`src/hdl/plic_pkg.sv`:
```
// PLIC shared definitions
// Sizes, register address map, decode enums and the address decoder
package plic_pkg;

  // --------------------
  // Sizes
  // Source 0 is reserved, real sources are 1..NUM_SOURCES
  localparam int NUM_SOURCES     = 7;
  localparam int SOURCE_ID_WIDTH = 3;
  // Priority 0 never interrupts
  localparam int PRIORITY_WIDTH  = 3;
  localparam int THRESHOLD_WIDTH = 32;

  // --------------------
  // Word address map (byte address >> 2)
  localparam logic [21:0] PRIO_BASE      = 22'h000000;
  localparam logic [21:0] PENDING_ADDR   = 22'h000400;
  localparam logic [21:0] ENABLE_ADDR    = 22'h000800;
  localparam logic [21:0] THRESHOLD_ADDR = 22'h080000;
  localparam logic [21:0] CLAIM_ADDR     = 22'h080001;

  // Register window selected by a word address
  typedef enum logic [2:0] {
    REG_NONE,
    REG_PRIORITY,
    REG_PENDING,
    REG_ENABLE,
    REG_THRESHOLD,
    REG_CLAIM
  } plic_reg_e;

  // Gateway FSM states
  typedef enum logic [1:0] {
    GW_IDLE,
    GW_REQUESTED,
    GW_IN_SERVICE
  } gw_state_e;

  // Priority window covers word addresses 0..7, one word per source
  function automatic plic_reg_e plic_decode(input logic [21:0] addr);
    plic_reg_e reg_sel;
    if (addr[21:3] == PRIO_BASE[21:3]) begin
      reg_sel = REG_PRIORITY;
    end else if (addr == PENDING_ADDR) begin
      reg_sel = REG_PENDING;
    end else if (addr == ENABLE_ADDR) begin
      reg_sel = REG_ENABLE;
    end else if (addr == THRESHOLD_ADDR) begin
      reg_sel = REG_THRESHOLD;
    end else if (addr == CLAIM_ADDR) begin
      reg_sel = REG_CLAIM;
    end else begin
      reg_sel = REG_NONE;
    end
    return reg_sel;
  endfunction

endpackage

```
`src/hdl/plic_gateway.sv`:
```
// PLIC level-sensitive interrupt gateway
// Turns a source level into one pending pulse, then blocks until completion
`timescale 1ns/1ps

module plic_gateway
  import plic_pkg::*;
#(
  parameter int SRC_ID = 1
) (
  input  logic                       clk,
  input  logic                       rst_n,
  input  logic                       src_i,
  input  logic                       complete_vld_i,
  input  logic [SOURCE_ID_WIDTH-1:0] complete_id_i,
  output logic                       pending_o
);

  gw_state_e state_q;
  gw_state_e state_d;
  logic      complete_hit;

  // Completion addressed to this source only
  assign complete_hit = complete_vld_i &&
                        (complete_id_i == SOURCE_ID_WIDTH'(SRC_ID));

  // --------------------
  // Next state
  always_comb begin
    state_d = state_q;
    case (state_q)
      GW_IDLE: begin
        // Level seen, forward one request
        if (src_i) begin
          state_d = GW_REQUESTED;
        end
      end
      // Pulse has been sent, block further requests
      GW_REQUESTED: state_d = GW_IN_SERVICE;
      GW_IN_SERVICE: begin
        // Wait for software to write our ID to complete
        if (complete_hit) begin
          state_d = GW_IDLE;
        end
      end
      default: state_d = GW_IDLE;
    endcase
  end

  always_ff @(posedge clk or negedge rst_n) begin
    if (!rst_n) begin
      state_q <= GW_IDLE;
    end else begin
      state_q <= state_d;
    end
  end

  // One-cycle pulse, only in the cycle after leaving idle
  assign pending_o = (state_q == GW_REQUESTED);

  // A request is a single event, never a held level
  a_pending_pulse: assert property (@(posedge clk) disable iff (!rst_n)
    pending_o |=> !pending_o)
    else $error("gateway %0d pending held for two cycles", SRC_ID);

endmodule

```
`src/hdl/plic_wb_slave.sv`:
```
// PLIC Wishbone-lite slave front end
// One-cycle core strobes per access, registered read data, one-cycle ack
`timescale 1ns/1ps

module plic_wb_slave
  import plic_pkg::*;
(
  input  logic        clk,
  input  logic        rst_n,
  // Wishbone-lite bus
  input  logic        wb_cyc_i,
  input  logic        wb_stb_i,
  input  logic        wb_we_i,
  input  logic [23:0] wb_addr_i,
  input  logic [3:0]  wb_sel_i,
  input  logic [31:0] wb_wdata_i,
  output logic [31:0] wb_rdata_o,
  output logic        wb_ack_o,
  // Core side
  output logic        rd_stb_o,
  output logic        wr_stb_o,
  output logic [21:0] addr_o,
  output logic [31:0] wdata_o,
  output logic [3:0]  sel_o,
  input  logic [31:0] rd_data_i
);

  logic        ack_q;
  logic        access;
  logic [31:0] rdata_q;

  // Strobe in the first cycle of stb only since ack blocks the repeat
  assign access   = wb_cyc_i && wb_stb_i && !ack_q;
  assign rd_stb_o = access && !wb_we_i;
  assign wr_stb_o = access && wb_we_i;

  // Word address with the byte offset bits dropped
  assign addr_o  = wb_addr_i[23:2];
  assign wdata_o = wb_wdata_i;
  assign sel_o   = wb_sel_i;

  // --------------------
  // Ack and read data
  always_ff @(posedge clk or negedge rst_n) begin
    if (!rst_n) begin
      ack_q <= 1'b0;
    end else begin
      ack_q <= access;
    end
  end

  // Capture in the strobe cycle so a claim returns the pre-clear winner
  always_ff @(posedge clk or negedge rst_n) begin
    if (!rst_n) begin
      rdata_q <= '0;
    end else if (rd_stb_o) begin
      rdata_q <= rd_data_i;
    end
  end

  assign wb_ack_o   = ack_q;
  assign wb_rdata_o = rdata_q;

  // Every access gets exactly one ack cycle
  a_ack_single: assert property (@(posedge clk) disable iff (!rst_n)
    wb_ack_o |=> !wb_ack_o)
    else $error("wishbone ack held for two cycles");

endmodule

```
`src/hdl/plic_core.sv`:
```
// PLIC core for one hart context
// Priority, pending, enable and threshold registers, arbitration, claim/complete
`timescale 1ns/1ps

module plic_core
  import plic_pkg::*;
(
  input  logic                       clk,
  input  logic                       rst_n,
  // Register access strobes from the bus slave
  input  logic                       rd_stb_i,
  input  logic                       wr_stb_i,
  input  logic [21:0]                addr_i,
  input  logic [31:0]                wdata_i,
  input  logic [3:0]                 sel_i,
  output logic [31:0]                rd_data_o,
  // Gateway interface
  input  logic [NUM_SOURCES:1]       gw_pending_i,
  output logic                       complete_vld_o,
  output logic [SOURCE_ID_WIDTH-1:0] complete_id_o,
  // Interrupt to the hart
  output logic                       irq_o
);

  plic_reg_e                  reg_sel;
  logic [PRIORITY_WIDTH-1:0]  prio_q [1:NUM_SOURCES];
  logic [NUM_SOURCES:1]       ip_q;
  logic [NUM_SOURCES:1]       en_q;
  logic [THRESHOLD_WIDTH-1:0] thr_q;
  logic                       claim;
  logic [NUM_SOURCES:1]       eligible;
  logic [PRIORITY_WIDTH-1:0]  chain_prio [0:NUM_SOURCES];
  logic [SOURCE_ID_WIDTH-1:0] chain_id   [0:NUM_SOURCES];
  logic [PRIORITY_WIDTH-1:0]  max_prio;
  logic [SOURCE_ID_WIDTH-1:0] max_id;

  assign reg_sel = plic_decode(addr_i);

  // --------------------
  // Priority registers
  // Source n sits at word n, word 0 is source 0 and is not stored
  always_ff @(posedge clk or negedge rst_n) begin
    if (!rst_n) begin
      for (int i = 1; i <= NUM_SOURCES; i++) begin
        prio_q[i] <= '0;
      end
    end else if (wr_stb_i && (reg_sel == REG_PRIORITY) && sel_i[0]) begin
      for (int i = 1; i <= NUM_SOURCES; i++) begin
        if (addr_i[2:0] == SOURCE_ID_WIDTH'(i)) begin
          prio_q[i] <= wdata_i[PRIORITY_WIDTH-1:0];
        end
      end
    end
  end

  // --------------------
  // Claim and complete
  // Both live at the same word, read claims and write completes
  assign claim          = rd_stb_i && (reg_sel == REG_CLAIM);
  assign complete_vld_o = wr_stb_i && (reg_sel == REG_CLAIM);
  assign complete_id_o  = wdata_i[SOURCE_ID_WIDTH-1:0];

  // --------------------
  // Pending bits
  always_ff @(posedge clk or negedge rst_n) begin
    if (!rst_n) begin
      ip_q <= '0;
    end else begin
      for (int i = 1; i <= NUM_SOURCES; i++) begin
        // A new request wins over a same-cycle claim
        if (gw_pending_i[i]) begin
          ip_q[i] <= 1'b1;
        end else if (claim && (max_id == SOURCE_ID_WIDTH'(i))) begin
          ip_q[i] <= 1'b0;
        end
      end
    end
  end

  // --------------------
  // Enable bits
  // All seven enables fit in byte lane 0
  always_ff @(posedge clk or negedge rst_n) begin
    if (!rst_n) begin
      en_q <= '0;
    end else if (wr_stb_i && (reg_sel == REG_ENABLE) && sel_i[0]) begin
      en_q <= wdata_i[NUM_SOURCES:1];
    end
  end

  // --------------------
  // Threshold
  always_ff @(posedge clk or negedge rst_n) begin
    if (!rst_n) begin
      thr_q <= '0;
    end else if (wr_stb_i && (reg_sel == REG_THRESHOLD)) begin
      // Per byte lane update
      for (int b = 0; b < 4; b++) begin
        if (sel_i[b]) begin
          thr_q[b*8 +: 8] <= wdata_i[b*8 +: 8];
        end
      end
    end
  end

  // --------------------
  // Arbitration chain
  // Only enabled and pending sources compete
  assign eligible = ip_q & en_q;

  // Stage 0 is the empty source 0 with priority zero
  assign chain_prio[0] = '0;
  assign chain_id[0]   = '0;

  for (genvar n = 1; n <= NUM_SOURCES; n++) begin : g_chain
    logic [PRIORITY_WIDTH-1:0] cand_prio;
    logic                      take;

    assign cand_prio = eligible[n] ? prio_q[n] : '0;
    // Strict compare keeps the earlier, lower ID on a tie
    assign take          = cand_prio > chain_prio[n-1];
    assign chain_prio[n] = take ? cand_prio : chain_prio[n-1];
    assign chain_id[n]   = take ? SOURCE_ID_WIDTH'(n) : chain_id[n-1];
  end

  assign max_prio = chain_prio[NUM_SOURCES];
  assign max_id   = chain_id[NUM_SOURCES];

  // Interrupt when the best priority exceeds the threshold
  assign irq_o = THRESHOLD_WIDTH'(max_prio) > thr_q;

  // --------------------
  // Read mux
  always_comb begin
    rd_data_o = 32'd0;
    case (reg_sel)
      REG_PRIORITY: begin
        for (int i = 1; i <= NUM_SOURCES; i++) begin
          if (addr_i[2:0] == SOURCE_ID_WIDTH'(i)) begin
            rd_data_o = 32'(prio_q[i]);
          end
        end
      end
      // Bit 0 stands for source 0, always clear
      REG_PENDING:   rd_data_o = 32'({ip_q, 1'b0});
      REG_ENABLE:    rd_data_o = 32'({en_q, 1'b0});
      REG_THRESHOLD: rd_data_o = thr_q;
      REG_CLAIM:     rd_data_o = 32'(max_id);
      default:       rd_data_o = 32'd0;
    endcase
  end

  // Interrupt must always point at a real source to claim
  a_irq_has_id: assert property (@(posedge clk) disable iff (!rst_n)
    irq_o |-> (max_id != '0))
    else $error("irq raised with no claimable source");

endmodule

```
`src/hdl/plic_top.sv`:
```
// PLIC top level
// Wishbone-lite slave, register core and one gateway per interrupt source
`timescale 1ns/1ps

module plic_top
  import plic_pkg::*;
(
  input  logic                 clk,
  input  logic                 rst_n,
  // Wishbone-lite bus
  input  logic                 wb_cyc_i,
  input  logic                 wb_stb_i,
  input  logic                 wb_we_i,
  input  logic [23:0]          wb_addr_i,
  input  logic [3:0]           wb_sel_i,
  input  logic [31:0]          wb_wdata_i,
  output logic [31:0]          wb_rdata_o,
  output logic                 wb_ack_o,
  // Interrupt sources and hart interrupt
  input  logic [NUM_SOURCES:1] src_i,
  output logic                 irq_o
);

  logic                       rd_stb;
  logic                       wr_stb;
  logic [21:0]                word_addr;
  logic [31:0]                wdata;
  logic [3:0]                 sel;
  logic [31:0]                rd_data;
  logic [NUM_SOURCES:1]       gw_pending;
  logic                       complete_vld;
  logic [SOURCE_ID_WIDTH-1:0] complete_id;

  // Bus front end
  plic_wb_slave u_wb_slave (
    .clk        (clk),
    .rst_n      (rst_n),
    .wb_cyc_i   (wb_cyc_i),
    .wb_stb_i   (wb_stb_i),
    .wb_we_i    (wb_we_i),
    .wb_addr_i  (wb_addr_i),
    .wb_sel_i   (wb_sel_i),
    .wb_wdata_i (wb_wdata_i),
    .wb_rdata_o (wb_rdata_o),
    .wb_ack_o   (wb_ack_o),
    .rd_stb_o   (rd_stb),
    .wr_stb_o   (wr_stb),
    .addr_o     (word_addr),
    .wdata_o    (wdata),
    .sel_o      (sel),
    .rd_data_i  (rd_data)
  );

  plic_core u_core (
    .clk            (clk),
    .rst_n          (rst_n),
    .rd_stb_i       (rd_stb),
    .wr_stb_i       (wr_stb),
    .addr_i         (word_addr),
    .wdata_i        (wdata),
    .sel_i          (sel),
    .rd_data_o      (rd_data),
    .gw_pending_i   (gw_pending),
    .complete_vld_o (complete_vld),
    .complete_id_o  (complete_id),
    .irq_o          (irq_o)
  );

  // One gateway per source, ID equals the source number
  for (genvar s = 1; s <= NUM_SOURCES; s++) begin : g_gw
    plic_gateway #(
      .SRC_ID (s)
    ) u_gw (
      .clk            (clk),
      .rst_n          (rst_n),
      .src_i          (src_i[s]),
      .complete_vld_i (complete_vld),
      .complete_id_i  (complete_id),
      .pending_o      (gw_pending[s])
    );
  end

endmodule

```
`config.mk`:
```
export PLATFORM = sky130hd
export DESIGN_NAME = plic_top
export DESIGN_NICKNAME = d
export VERILOG_FILES = /design/src/hdl/plic_pkg.sv /design/src/hdl/plic_gateway.sv /design/src/hdl/plic_wb_slave.sv /design/src/hdl/plic_core.sv /design/src/hdl/plic_top.sv
export SDC_FILE = /design/constraint.sdc
export NUM_CORES = 1
export LEC_CHECK = 0
export BUFFER_PORTS_ARGS = -buffer_cell sky130_fd_sc_hd__buf_4
export CAP_MARGIN = 20
export CORE_MARGIN = 1.5
export CORE_UTILIZATION = 52
export CTS_CLUSTER_SIZE = 10
export DETAILED_ROUTE_END_ITERATION = 16
export PLACE_DENSITY_LB_ADDON = 0.08
export SETUP_SLACK_MARGIN = 0.4
export SYNTH_ARGS = -nofsm -noshare
export SYNTH_HDL_FRONTEND = slang
export SYNTH_HIERARCHICAL = 1
export SYNTH_SLANG_ARGS = --single-unit
```
`constraint.sdc`:
```
create_clock -name clk -period 9.3 [get_ports clk]
set_clock_uncertainty 0.05 [all_clocks]
set_input_delay 1.395 -clock clk [delete_from_list [all_inputs] [get_ports clk]]
set_output_delay 1.395 -clock clk [all_outputs]
set_load 0.01 [all_outputs]
```
==> results of run 1 <==
==> logic make-up (layout without fill, tap and decap cells) <==
family          after synthesis  count (layout)  synth area share, %
buf+inv                      96             205                9.770
simple gates                167             167                16.92
compound gates               75              75                8.154
mux                         101             101                18.91
fa+ha+maj                    21              21                3.900
flops                       114             114                42.35
==> where the power goes <==
part / internal, mW / leakage, nW / switching [mW]
combinational: 0.0541 / 2.25 / 0.0485
clock: 0.392 / 0.265 / 0.231
sequential: 0.522 / 1.53 / 0.0207
==> flip-flops by register name, summed over array words and instances (netlist names) <==
register	flops
u_core/thr_q	32
u_wb_slave/wb_rdata_o	32
u_core/en_q	7
u_wb_slave/wb_ack_o	1
g_gw.u_gw/state_q	14
u_core/prio_q	21
u_core/ip_q	7
==> worst paths after layout <==
path                       cells after the start  slack (ps)                  endpoint
max in group asynchronous                      2        6940   g_gw[5].u_gw/state_q[0]
max                                           38        -120                     irq_o
min reg2reg                                    1         390   g_gw[4].u_gw/state_q[0]
max reg2reg                                   34        1860            u_core/ip_q[1]
min                                            1         390   g_gw[4].u_gw/state_q[0]
min in group asynchronous                      1         900  u_wb_slave/wb_rdata_o[1]
==> per-stage QoR <==
step                      total power [mW]  hold WS, ps  setup TNS (ps)
after floorplan                     0.6228        364.0               0
final                                1.269        387.7          -120.4
after global placement              0.6478        374.4               0
after CTS                            1.281        392.0               0
after global routing                 1.321        409.4          -474.1
after detailed placement            0.6538        385.0               0
==> timing repair <==
item / 4_1_cts / 5_1_grt
pin swaps: 26 / 28
setup endpoints to repair: 1 / 1
setup buffers: 24 / 13
gates resized for setup: 36 / 16
==> placed cells by master (no fill, tap or decap), types with 8 or more instances in the layout <==
| cell type | Yosys | layout |
|---|---|---|
| nand3_1 | 18 | 12 |
| mux2_4 | 29 | 30 |
| a21oi_1 | 16 | 9 |
| and2_1 | 28 | 27 |
| nand3_2 | 4 | 10 |
| a21o_1 | 13 | 13 |
| nor2_1 | 17 | 14 |
| nor3b_1 | 8 | 8 |
| clkbuf_16 | 0 | 17 |
| inv_1 | 17 | 15 |
| nand2b_1 | 8 | 8 |
| dfrtp_1 | 114 | 110 |
| buf_4 | 61 | 155 |
| nand2_1 | 16 | 15 |
| and3_1 | 9 | 9 |
| ha_1 | 21 | 13 |
| mux2_2 | 64 | 63 |
==> layout make-up <==
class | count | area share (%)
flip-flops and latches | 114 | 34.00
well taps | 172 | 2.561
repair buffers | 156 | 13.98
clock inverters | 13 | 1.653
multi-input cells | 364 | 41.89
clock buffers | 19 | 5.151
inverters | 17 | 0.7593
==> metal layers <==
layer | part of all wire (%) | up-vias | global-route usage (%)
li1 | - | 2232 | -
met3 | 5.5 | 24 | 6.591
met5 | 0 | - | 0
met1 | 46 | 2441 | 33.93
met4 | 1.8 | 0 | 8.835
met2 | 47 | 155 | 40.12
==> impl_metrics.csv, run 1 <==
group,metric,value,unit
status,status,"finished, violations left",
status,violations,"negative setup slack",
setup_path,cpMostUsedCell,"ha_4",
job,max_cap_viol_count,0,
synthesis,yosysWarnings,6,
floorplan,die_h,116.8,um
clock_network,clk_latency,410,ps
final_layout,antenna_cells,0,
setup_path,critPathMaxFanout,6,
synthesis,synth-edff-count,0,
timing,hold_viol,0,
place,dpl.hpwl,11210,um
timing,maxSlewViolCount,0,
routing,drt_pass1_iterations,5,
setup_path,critical_path_buf_inv_count,4,
floorplan,num_rows,41,
setup_path,crit_path_start,"u_core/ip_q[2]",
synthesis,synthArstFlopShare,100.0,%
floorplan,die_w,116.8,um
place,place_inst,786,
clock_network,cts_tree,"done",
floorplan,die_area,13650,um2
setup_path,cp.required,7860,ps
final_layout,stdcell_area,8404,um2
synthesis,synthCells,574,
setup_path,startpoint_type,"flip-flop",
synthesis,synth.top_cell.area_share,42.35,%
setup_path,worstPathArrival,7980,ps
place,globalplace.congestion,0.8703,
timing,setup_viol,1,
setup_path,cpPeakStageDelay,440,ps
clock_network,ctsHoldBuffers,0,
clock_network,path_clk_slew,50,ps
clock_network,cts_buffer_depth,2,
routing,drt_drc_violations_left,0,
routing,dr.first_iter.drc_count,306,
synthesis,ys_seq_area_share,42.35,%
place,place_ws,24.56,ps
final_layout,area_growth,24.76,%
final_layout,drive_gt1_share,52.27,%
place,port_buffers,103,
final_layout,fin_cells,855,
synthesis,synthMostInstantiatedCell,"dfrtp_1",
min_path,hold_path_class,"flip-flop to flip-flop",
final_layout,multi_input_area,3521,um2
timing,clock.fmax,106.2,MHz
final_layout,ff_latch_area,2858,um2
floorplan,io_pins,106,
setup_path,endpoint_kind,"output port",
synthesis,syn_area,6736,um2
timing,relSlewSlack,34.73,%
routing,wirelength,16470,um
global_route,grt_pass1_wl,25740,um
timing,post-route-min-period,9420,ps
global_route,antenna_found_initial,0,
power_and_ir_drop,power_density,151.0,nW/um2
synthesis,synth.distinct_cells,63,
timing,timing.final.ws_setup,-120.4,ps
clock_network,cts_sinks,114,
final_layout,nets,763,
synthesis,syn-num-nets,667,
final_layout,finish.utilization,66.60,%
clock_network,numCtsBuffers,17,
setup_path,timing.rr.start,"u_core/ip_q[2]",
setup_path,critical_path.top_delay_family,"compound AO/OA/AOI/OAI gates",
synthesis,avgSynthCellArea,11.74,um2
place,post_dp_cell_area,7295,um2
routing,via_per_inst,5.675,
timing,layout_worst_path_cycle_share,101.3,%
clock_network,htree_levels,4,
setup_path,crit_type,"flip-flop to output port",
global_route,grtUsageTotal,25.32,%
global_route,grt-ovfl-total,0,
floorplan,start_util,53.38,%
power_and_ir_drop,cellLeakagePower,4.049,nW
power_and_ir_drop,peakVddDrop,0.0001722,V
final_layout,fill_cells,993,
setup_path,crit_slowest_cell,"dfrtp_2",
synthesis,synth_seq_cells,114,
synthesis,synth_common_cells,"dfrtp_1 (114), mux2_2 (64), buf_4 (61)",
synthesis,synth_top_area_cell,"dfrtp_1",
floorplan,core_area,12620,um2
synthesis,synthFlopType,"dfrtp_1",
global_route,grt_max_degree,79,
clock_network,cts_root_buf,"clkbuf_16",
min_path,worstHoldStart,"g_gw[4].u_gw/state_q[0]",
routing,vias,4852,
routing,wl_per_cell,19.26,um
timing,grt_setup_unrepaired,"true",
timing,worstMarginPinSlew,979.1,ps
global_route,first_global_vias,5028,
routing,antenna_left,0,
synthesis,synth_area_leaders,"dfrtp_1 (42%), mux2_2 (11%), buf_4 (6.8%), mux2_4 (6.5%), ha_1 (3.9%)",
No activity file was read; power rests on OpenSTA's default activity.
==> run 2: changes to the inputs <==
--- a/config.mk
+++ b/config.mk
@@ -5,6 +5,7 @@
 export SDC_FILE = /design/constraint.sdc
 export NUM_CORES = 1
 export LEC_CHECK = 0
+export ABC_AREA = 1
 export BUFFER_PORTS_ARGS = -buffer_cell sky130_fd_sc_hd__buf_4
 export CAP_MARGIN = 20
 export CORE_MARGIN = 1.5
==> impl_metrics.csv, run 2 <==
group,metric,value,unit
status,status,"completed",
power_and_ir_drop,comb_power_share,5.5,%
synthesis,synth.distinct_cells,36,
place,port_buffers,103,
timing,relSlewSlack,36.15,%
global_route,grtUsageMet3,5.460,%
clock_network,cts_buffer_depth,2,
timing,setup_viol,0,
power_and_ir_drop,p_clk_share,53.5,%
routing,dr.first_iter.drc_count,481,
clock_network,ctsHoldBuffers,0,
clock_network,path_clk_slew,50,ps
global_route,first_global_vias,5857,
final_layout,finish.utilization,66.09,%
routing,drt_pass1_iterations,7,
clock_network,numCtsBuffers,17,
synthesis,synth.top_cell.area_share,40.58,%
floorplan,die_h,119.3,um
routing,vias,6195,
floorplan,die_area,14220,um2
job,max_cap_viol_count,0,
routing,drt_drc_violations_left,0,
power_and_ir_drop,p_total,1.224,mW
synthesis,synth_top_area_cell,"dfrtp_1",
timing,hold_viol,0,
power_and_ir_drop,peakVddDrop,0.0001146,V
final_layout,layout_common_cells,"nand2_1 (271), inv_1 (145), buf_4 (125)",
timing,timing.final.ws_setup,543.6,ps
power_and_ir_drop,cellLeakagePower,4.413,nW
synthesis,syn_area,7029,um2
synthesis,synthMostInstantiatedCell,"nand2_1",
floorplan,io_pins,106,
synthesis,synth_common_cells,"nand2_1 (291), inv_1 (152), dfrtp_1 (114)",
synthesis,syn-num-nets,1058,
global_route,met1_usage,37.92,%
clock_network,cts_sinks,114,
setup_path,crit_type,"flip-flop to output port",
synthesis,synth_seq_cells,114,
floorplan,core_area,13240,um2
place,place_ws,135.5,ps
power_and_ir_drop,power.switching,0.2680,mW
global_route,grt_most_used_layer,"met2",
global_route,grt_pass1_wl,28720,um
min_path,hold_depth,1,
setup_path,reg2regPathDepth,55,
place,place_inst,1171,
final_layout,drive_gt1_share,27.29,%
timing,clock.fmax,114.2,MHz
setup_path,endpoint_kind,"output port",
synthesis,synthFlopType,"dfrtp_1",
synthesis,synth-edff-count,0,
setup_path,cpPeakStageDelay,450,ps
floorplan,start_util,53.08,%
power_and_ir_drop,swShare,21.90,%
setup_path,critPathMaxFanout,4,
final_layout,layout_commonest_cell,"nand2_1",
routing,wl_per_cell,14.90,um
setup_path,worstPathArrival,7310,ps
final_layout,antenna_cells,0,
timing,worstMarginPinSlew,957.7,ps
global_route,grt_max_degree,78,
global_route,grt-ovfl-total,0,
setup_path,rrSetupSlack,2110,ps
routing,via_per_inst,5.061,
clock_network,cts_tree,"done",
global_route,antenna_found_initial,0,
floorplan,num_rows,42,
setup_path,crit_slowest_cell,"dfrtp_2",
synthesis,synthCells,965,
global_route,grtUsageTotal,25.95,%
timing,layout_worst_path_cycle_share,94.15,%
final_layout,stdcell_area,8752,um2
synthesis,yosysWarnings,6,
clock_network,clk_latency,420,ps
power_and_ir_drop,internal_power,0.9557,mW
final_layout,nets,1128,
power_and_ir_drop,power_density,139.8,nW/um2
synthesis,synth_area_leaders,"dfrtp_1 (41%), nand2_1 (16%), inv_1 (8.1%), buf_4 (6.8%), nand3_1 (5.8%)",
final_layout,area_growth,24.51,%
routing,antenna_left,0,
place,dpl.hpwl,12390,um
floorplan,die_w,119.3,um
clock_network,cts_root_buf,"clkbuf_16",
clock_network,htree_levels,4,
timing,post-route-min-period,8756,ps
timing,maxSlewViolCount,0,
synthesis,synthArstFlopShare,100.0,%
final_layout,fin_cells,1224,
setup_path,cp.required,7860,ps
timing,setup_tns,0,ps
synthesis,ys_seq_area_share,40.58,%
timing,grt_setup_unrepaired,"false",
setup_path,timing.rr.start,"u_core/ip_q[2]",
routing,wirelength,18240,um
place,post_dp_cell_area,7460,um2
synthesis,avgSynthCellArea,7.284,um2
global_route,use_met2,38.58,%
timing,hold_ws,413.5,ps
place,globalplace.congestion,0.8531,
setup_path,startpoint_type,"flip-flop",
min_path,hold_path_class,"flip-flop to flip-flop",
min_path,worstHoldStart,"g_gw[4].u_gw/state_q[0]",
power_and_ir_drop,p_seq_share,41.0,%
setup_path,r2r-end,"u_wb_slave/wb_rdata_o[2]",
min_path,hold_end,"g_gw[4].u_gw/state_q[0]",
-- run 2: what timing repair did --
action,CTS,global route
setup buffers,13,8
endpoints found under the setup margin,1,1
resized for setup,35,87
pin swaps,15,34
cloned,0,0
-- run 2: area by class of cell --
| cell class | instances | area, um2 |
|---|---|---|
| tap | 176 | 220.2 |
| fill | 1166 | 4491 |
| inverter | 158 | 595.6 |
| clock inverter | 8 | 98.84 |
| timing repair buffer | 128 | 972.2 |
| sequential | 114 | 2858 |
| clock buffer | 24 | 501.7 |
| multi-input combinational | 616 | 3506 |
-- run 2: power groups by stage --
stage / logic [mW] / registers (mW) / clock network [mW]
5_1_grt: 0.0756 / 0.502 / 0.689
2_1_floorplan: 0.0471 / 0.510 / 0
6_report: 0.0668 / 0.502 / 0.655
3_3_place_gp: 0.0669 / 0.510 / 0
4_1_cts: 0.0676 / 0.502 / 0.663
3_5_place_dp: 0.0674 / 0.510 / 0
-- run 2: logic make-up (layout without fill, tap and decap cells) --
kind of cell / count (synthesis) / in the layout / synth area share (%)
simple gates: 509 / 509 / 31.99
buf+inv: 235 / 318 / 16.91
compound gates: 84 / 84 / 6.497
mux: 2 / 2 / 0.2848
flops: 114 / 114 / 40.58
fa+ha+maj: 21 / 21 / 3.738
-- run 2: how the worst max path moves through the flow --
| stage | start | to | slack (ps) | cells after the start |
|---|---|---|---|---|
| after global placement | u_core/ip_q[1] | irq_o | 310 | 50 |
| after detailed placement | u_core/ip_q[1] | irq_o | 140 | 50 |
| after global routing | u_core/ip_q[2] | irq_o | 160 | 54 |
| after CTS | u_core/ip_q[1] | irq_o | 420 | 53 |
| after floorplan | u_core/en_q[2] | irq_o | 1090 | 50 |
| final | u_core/ip_q[2] | irq_o | 540 | 51 |
-- run 2: routing by layer --
layer | vias to the layer above | part of all wire, %
li1 | 3087 | -
met1 | 2878 | 47
met2 | 195 | 45
met3 | 35 | 5.7
met4 | 0 | 2.1
met5 | - | 0
-- run 2: critical path: cells and delay by family, from the launching register on --
family	cells	cell delay (ps)
and+or+nand+nor	30	2830
adders and majority gates	7	1840
DFF	1	450
AOI/OAI and AO/OA	5	840
buffers and inverters	9	920
==> run 3: changes to the inputs <==
--- a/config.mk
+++ b/config.mk
@@ -12,6 +12,7 @@
 export CORE_UTILIZATION = 52
 export CTS_CLUSTER_SIZE = 10
 export DETAILED_ROUTE_END_ITERATION = 16
+export GPL_TIMING_DRIVEN = 0
 export PLACE_DENSITY_LB_ADDON = 0.08
 export SETUP_SLACK_MARGIN = 0.4
 export SYNTH_ARGS = -nofsm -noshare
==> constraint.sdc (replaced) <==
create_clock -name clk -period 7.2 [get_ports clk]
set_clock_uncertainty 0.05 [all_clocks]
set_input_delay 1.08 -clock clk [delete_from_list [all_inputs] [get_ports clk]]
set_output_delay 1.08 -clock clk [all_outputs]
set_load 0.01 [all_outputs]
==> impl_metrics.csv, run 3 (synthesized netlist as in run 2, its figures left out) <==
group,metric,value,unit
routing,wirelength,18860,um
timing,relSlewSlack,35.11,%
setup_path,worstPathArrival,7280,ps
power_and_ir_drop,cellLeakagePower,4.646,nW
global_route,grt_pass1_wl,28130,um
timing,worstMarginPinSlew,968.1,ps
routing,via_per_inst,5.002,
min_path,hold_end,"g_gw[2].u_gw/state_q[0]",
clock_network,cts_tree,"done",
floorplan,start_util,53.08,%
global_route,first_global_vias,5833,
global_route,grt_max_degree,67,
min_path,worstHoldStart,"g_gw[2].u_gw/state_q[0]",
setup_path,reg2regPathDepth,52,
final_layout,layout_common_cells,"nand2_1 (262), buf_4 (147), inv_1 (140)",
routing,dr.first_iter.drc_count,492,
timing,clock.fmax,118.8,MHz
floorplan,core_area,13240,um2
clock_network,path_clk_slew,50,ps
floorplan,num_rows,42,
floorplan,die_area,14220,um2
floorplan,io_pins,106,
setup_path,crit_type,"flip-flop to output port",
setup_path,crit_slowest_cell,"dfrtp_2",
setup_path,r2r-end,"u_wb_slave/wb_rdata_o[2]",
place,place_inst,1187,
timing,grt_setup_unrepaired,"true",
power_and_ir_drop,peakVddDrop,0.0001364,V
final_layout,drive_gt1_share,33.24,%
global_route,grtUsageTotal,25.47,%
final_layout,layout_commonest_cell,"nand2_1",
place,port_buffers,45,
global_route,grt-ovfl-total,0,
place,globalplace.congestion,0.8661,
min_path,hold_depth,1,
timing,post-route-min-period,8414,ps
setup_path,timing.rr.start,"u_core/ip_q[2]",
clock_network,ctsHoldBuffers,0,
setup_path,cpMostUsedCell,"buf_4",
clock_network,clk_latency,410,ps
global_route,antenna_found_initial,0,
setup_path,critPathMaxFanout,4,
setup_path,cp.required,6070,ps
final_layout,area_growth,33.36,%
floorplan,die_w,119.3,um
job,max_cap_viol_count,0,
final_layout,fin_cells,1262,
setup_path,startpoint_type,"flip-flop",
status,violations,"negative setup slack",
setup_path,endpoint_kind,"output port",
routing,drt_pass1_iterations,5,
setup_path,cpPeakStageDelay,450,ps
final_layout,finish.utilization,70.79,%
clock_network,htree_levels,4,
final_layout,nets,1168,
routing,met2_length,8913,um
timing,setup_viol,1,
routing,wl_per_cell,14.94,um
clock_network,cts_root_buf,"clkbuf_16",
power_and_ir_drop,power_density,169.7,nW/um2
floorplan,die_h,119.3,um
place,dpl.hpwl,12680,um
routing,vias,6313,
routing,dr_wl_met3,937,um
clock_network,cts_sinks,114,
status,status,"finished, violations left",
routing,antenna_left,0,
clock_network,numCtsBuffers,17,
routing,wl_met1,8615,um
timing,maxSlewViolCount,0,
timing,timing.final.ws_setup,-1214,ps
setup_path,rrSetupSlack,250,ps
clock_network,cts_buffer_depth,2,
timing,hold_viol,0,
min_path,hold_path_class,"flip-flop to flip-flop",
routing,drt_drc_violations_left,0,
final_layout,antenna_cells,0,
timing,layout_worst_path_cycle_share,116.9,%
place,place_ws,-1610,ps
routing,highest_layer,"met4",
[run 3: layer usage]
metal  GRT usage (%)  vias up
li1                -     3160
met1           36.44     2920
met2           39.05      201
met3           4.693       32
met4           8.358        0
met5               0        -
[run 3: worst max-delay path: cells and delay by family (launching register included)]
family / cells / cell delay, ps
simple gates: 26 / 3020
fa+ha+maj: 6 / 1590
buf+inv: 13 / 1310
compound gates: 3 / 460
flops: 1 / 450
[run 3: worst max-delay path by stage]
stage                         from     to  slack [ps]  depth (start not counted)
finish              u_core/ip_q[2]  irq_o       -1210                         48
global route        u_core/ip_q[2]  irq_o       -1450                         48
CTS                 u_core/ip_q[2]  irq_o       -1210                         50
detailed placement  u_core/ip_q[1]  irq_o       -1610                         50
global placement    u_core/ip_q[1]  irq_o       -1520                         50
floorplan           u_core/en_q[2]  irq_o        -450                         50
[run 3: repair_timing]
item / in CTS / in global routing
gates resized for setup: 51 / 121
pin swaps: 45 / 53
hold endpoints to repair: 0 / 0
setup endpoints to repair: 11 / 11
setup buffers: 33 / 12
[run 3: stage by stage]
step | TNS [ps] | hold WS (ps) | instance area, um2 | power [mW]
after detailed placement | -2887 | 405.7 | 7659 | 0.7516
after floorplan | -452.7 | 390.6 | 7064 | 0.7196
after global placement | -2010 | 400.4 | 7622 | 0.7481
after global routing | -1452 | 432.9 | 9374 | 1.643
final | -1214 | 410.3 | 9374 | 1.591
after CTS | -1207 | 412.8 | 8700 | 1.605
[run 3: power by group]
part           switching (mW)  leakage, nW  total [mW]  internal [mW]
clock                   0.287        0.294       0.851          0.564
combinational          0.0520         2.87      0.0917         0.0396
sequential            0.00220         1.48       0.648          0.646
total                   0.341         4.65        1.59           1.25
[run 3: final cells by class]
class	count	area [um2]
Timing Repair Buffer	91	729.5
Fill cell	1077	3869
Inverter	158	595.6
Buffer	77	593.1
Sequential cell	114	2858
Clock inverter	10	133.9
Clock buffer	20	466.7
Multi-Input combinational cell	616	3777
Tap cell	176	220.2
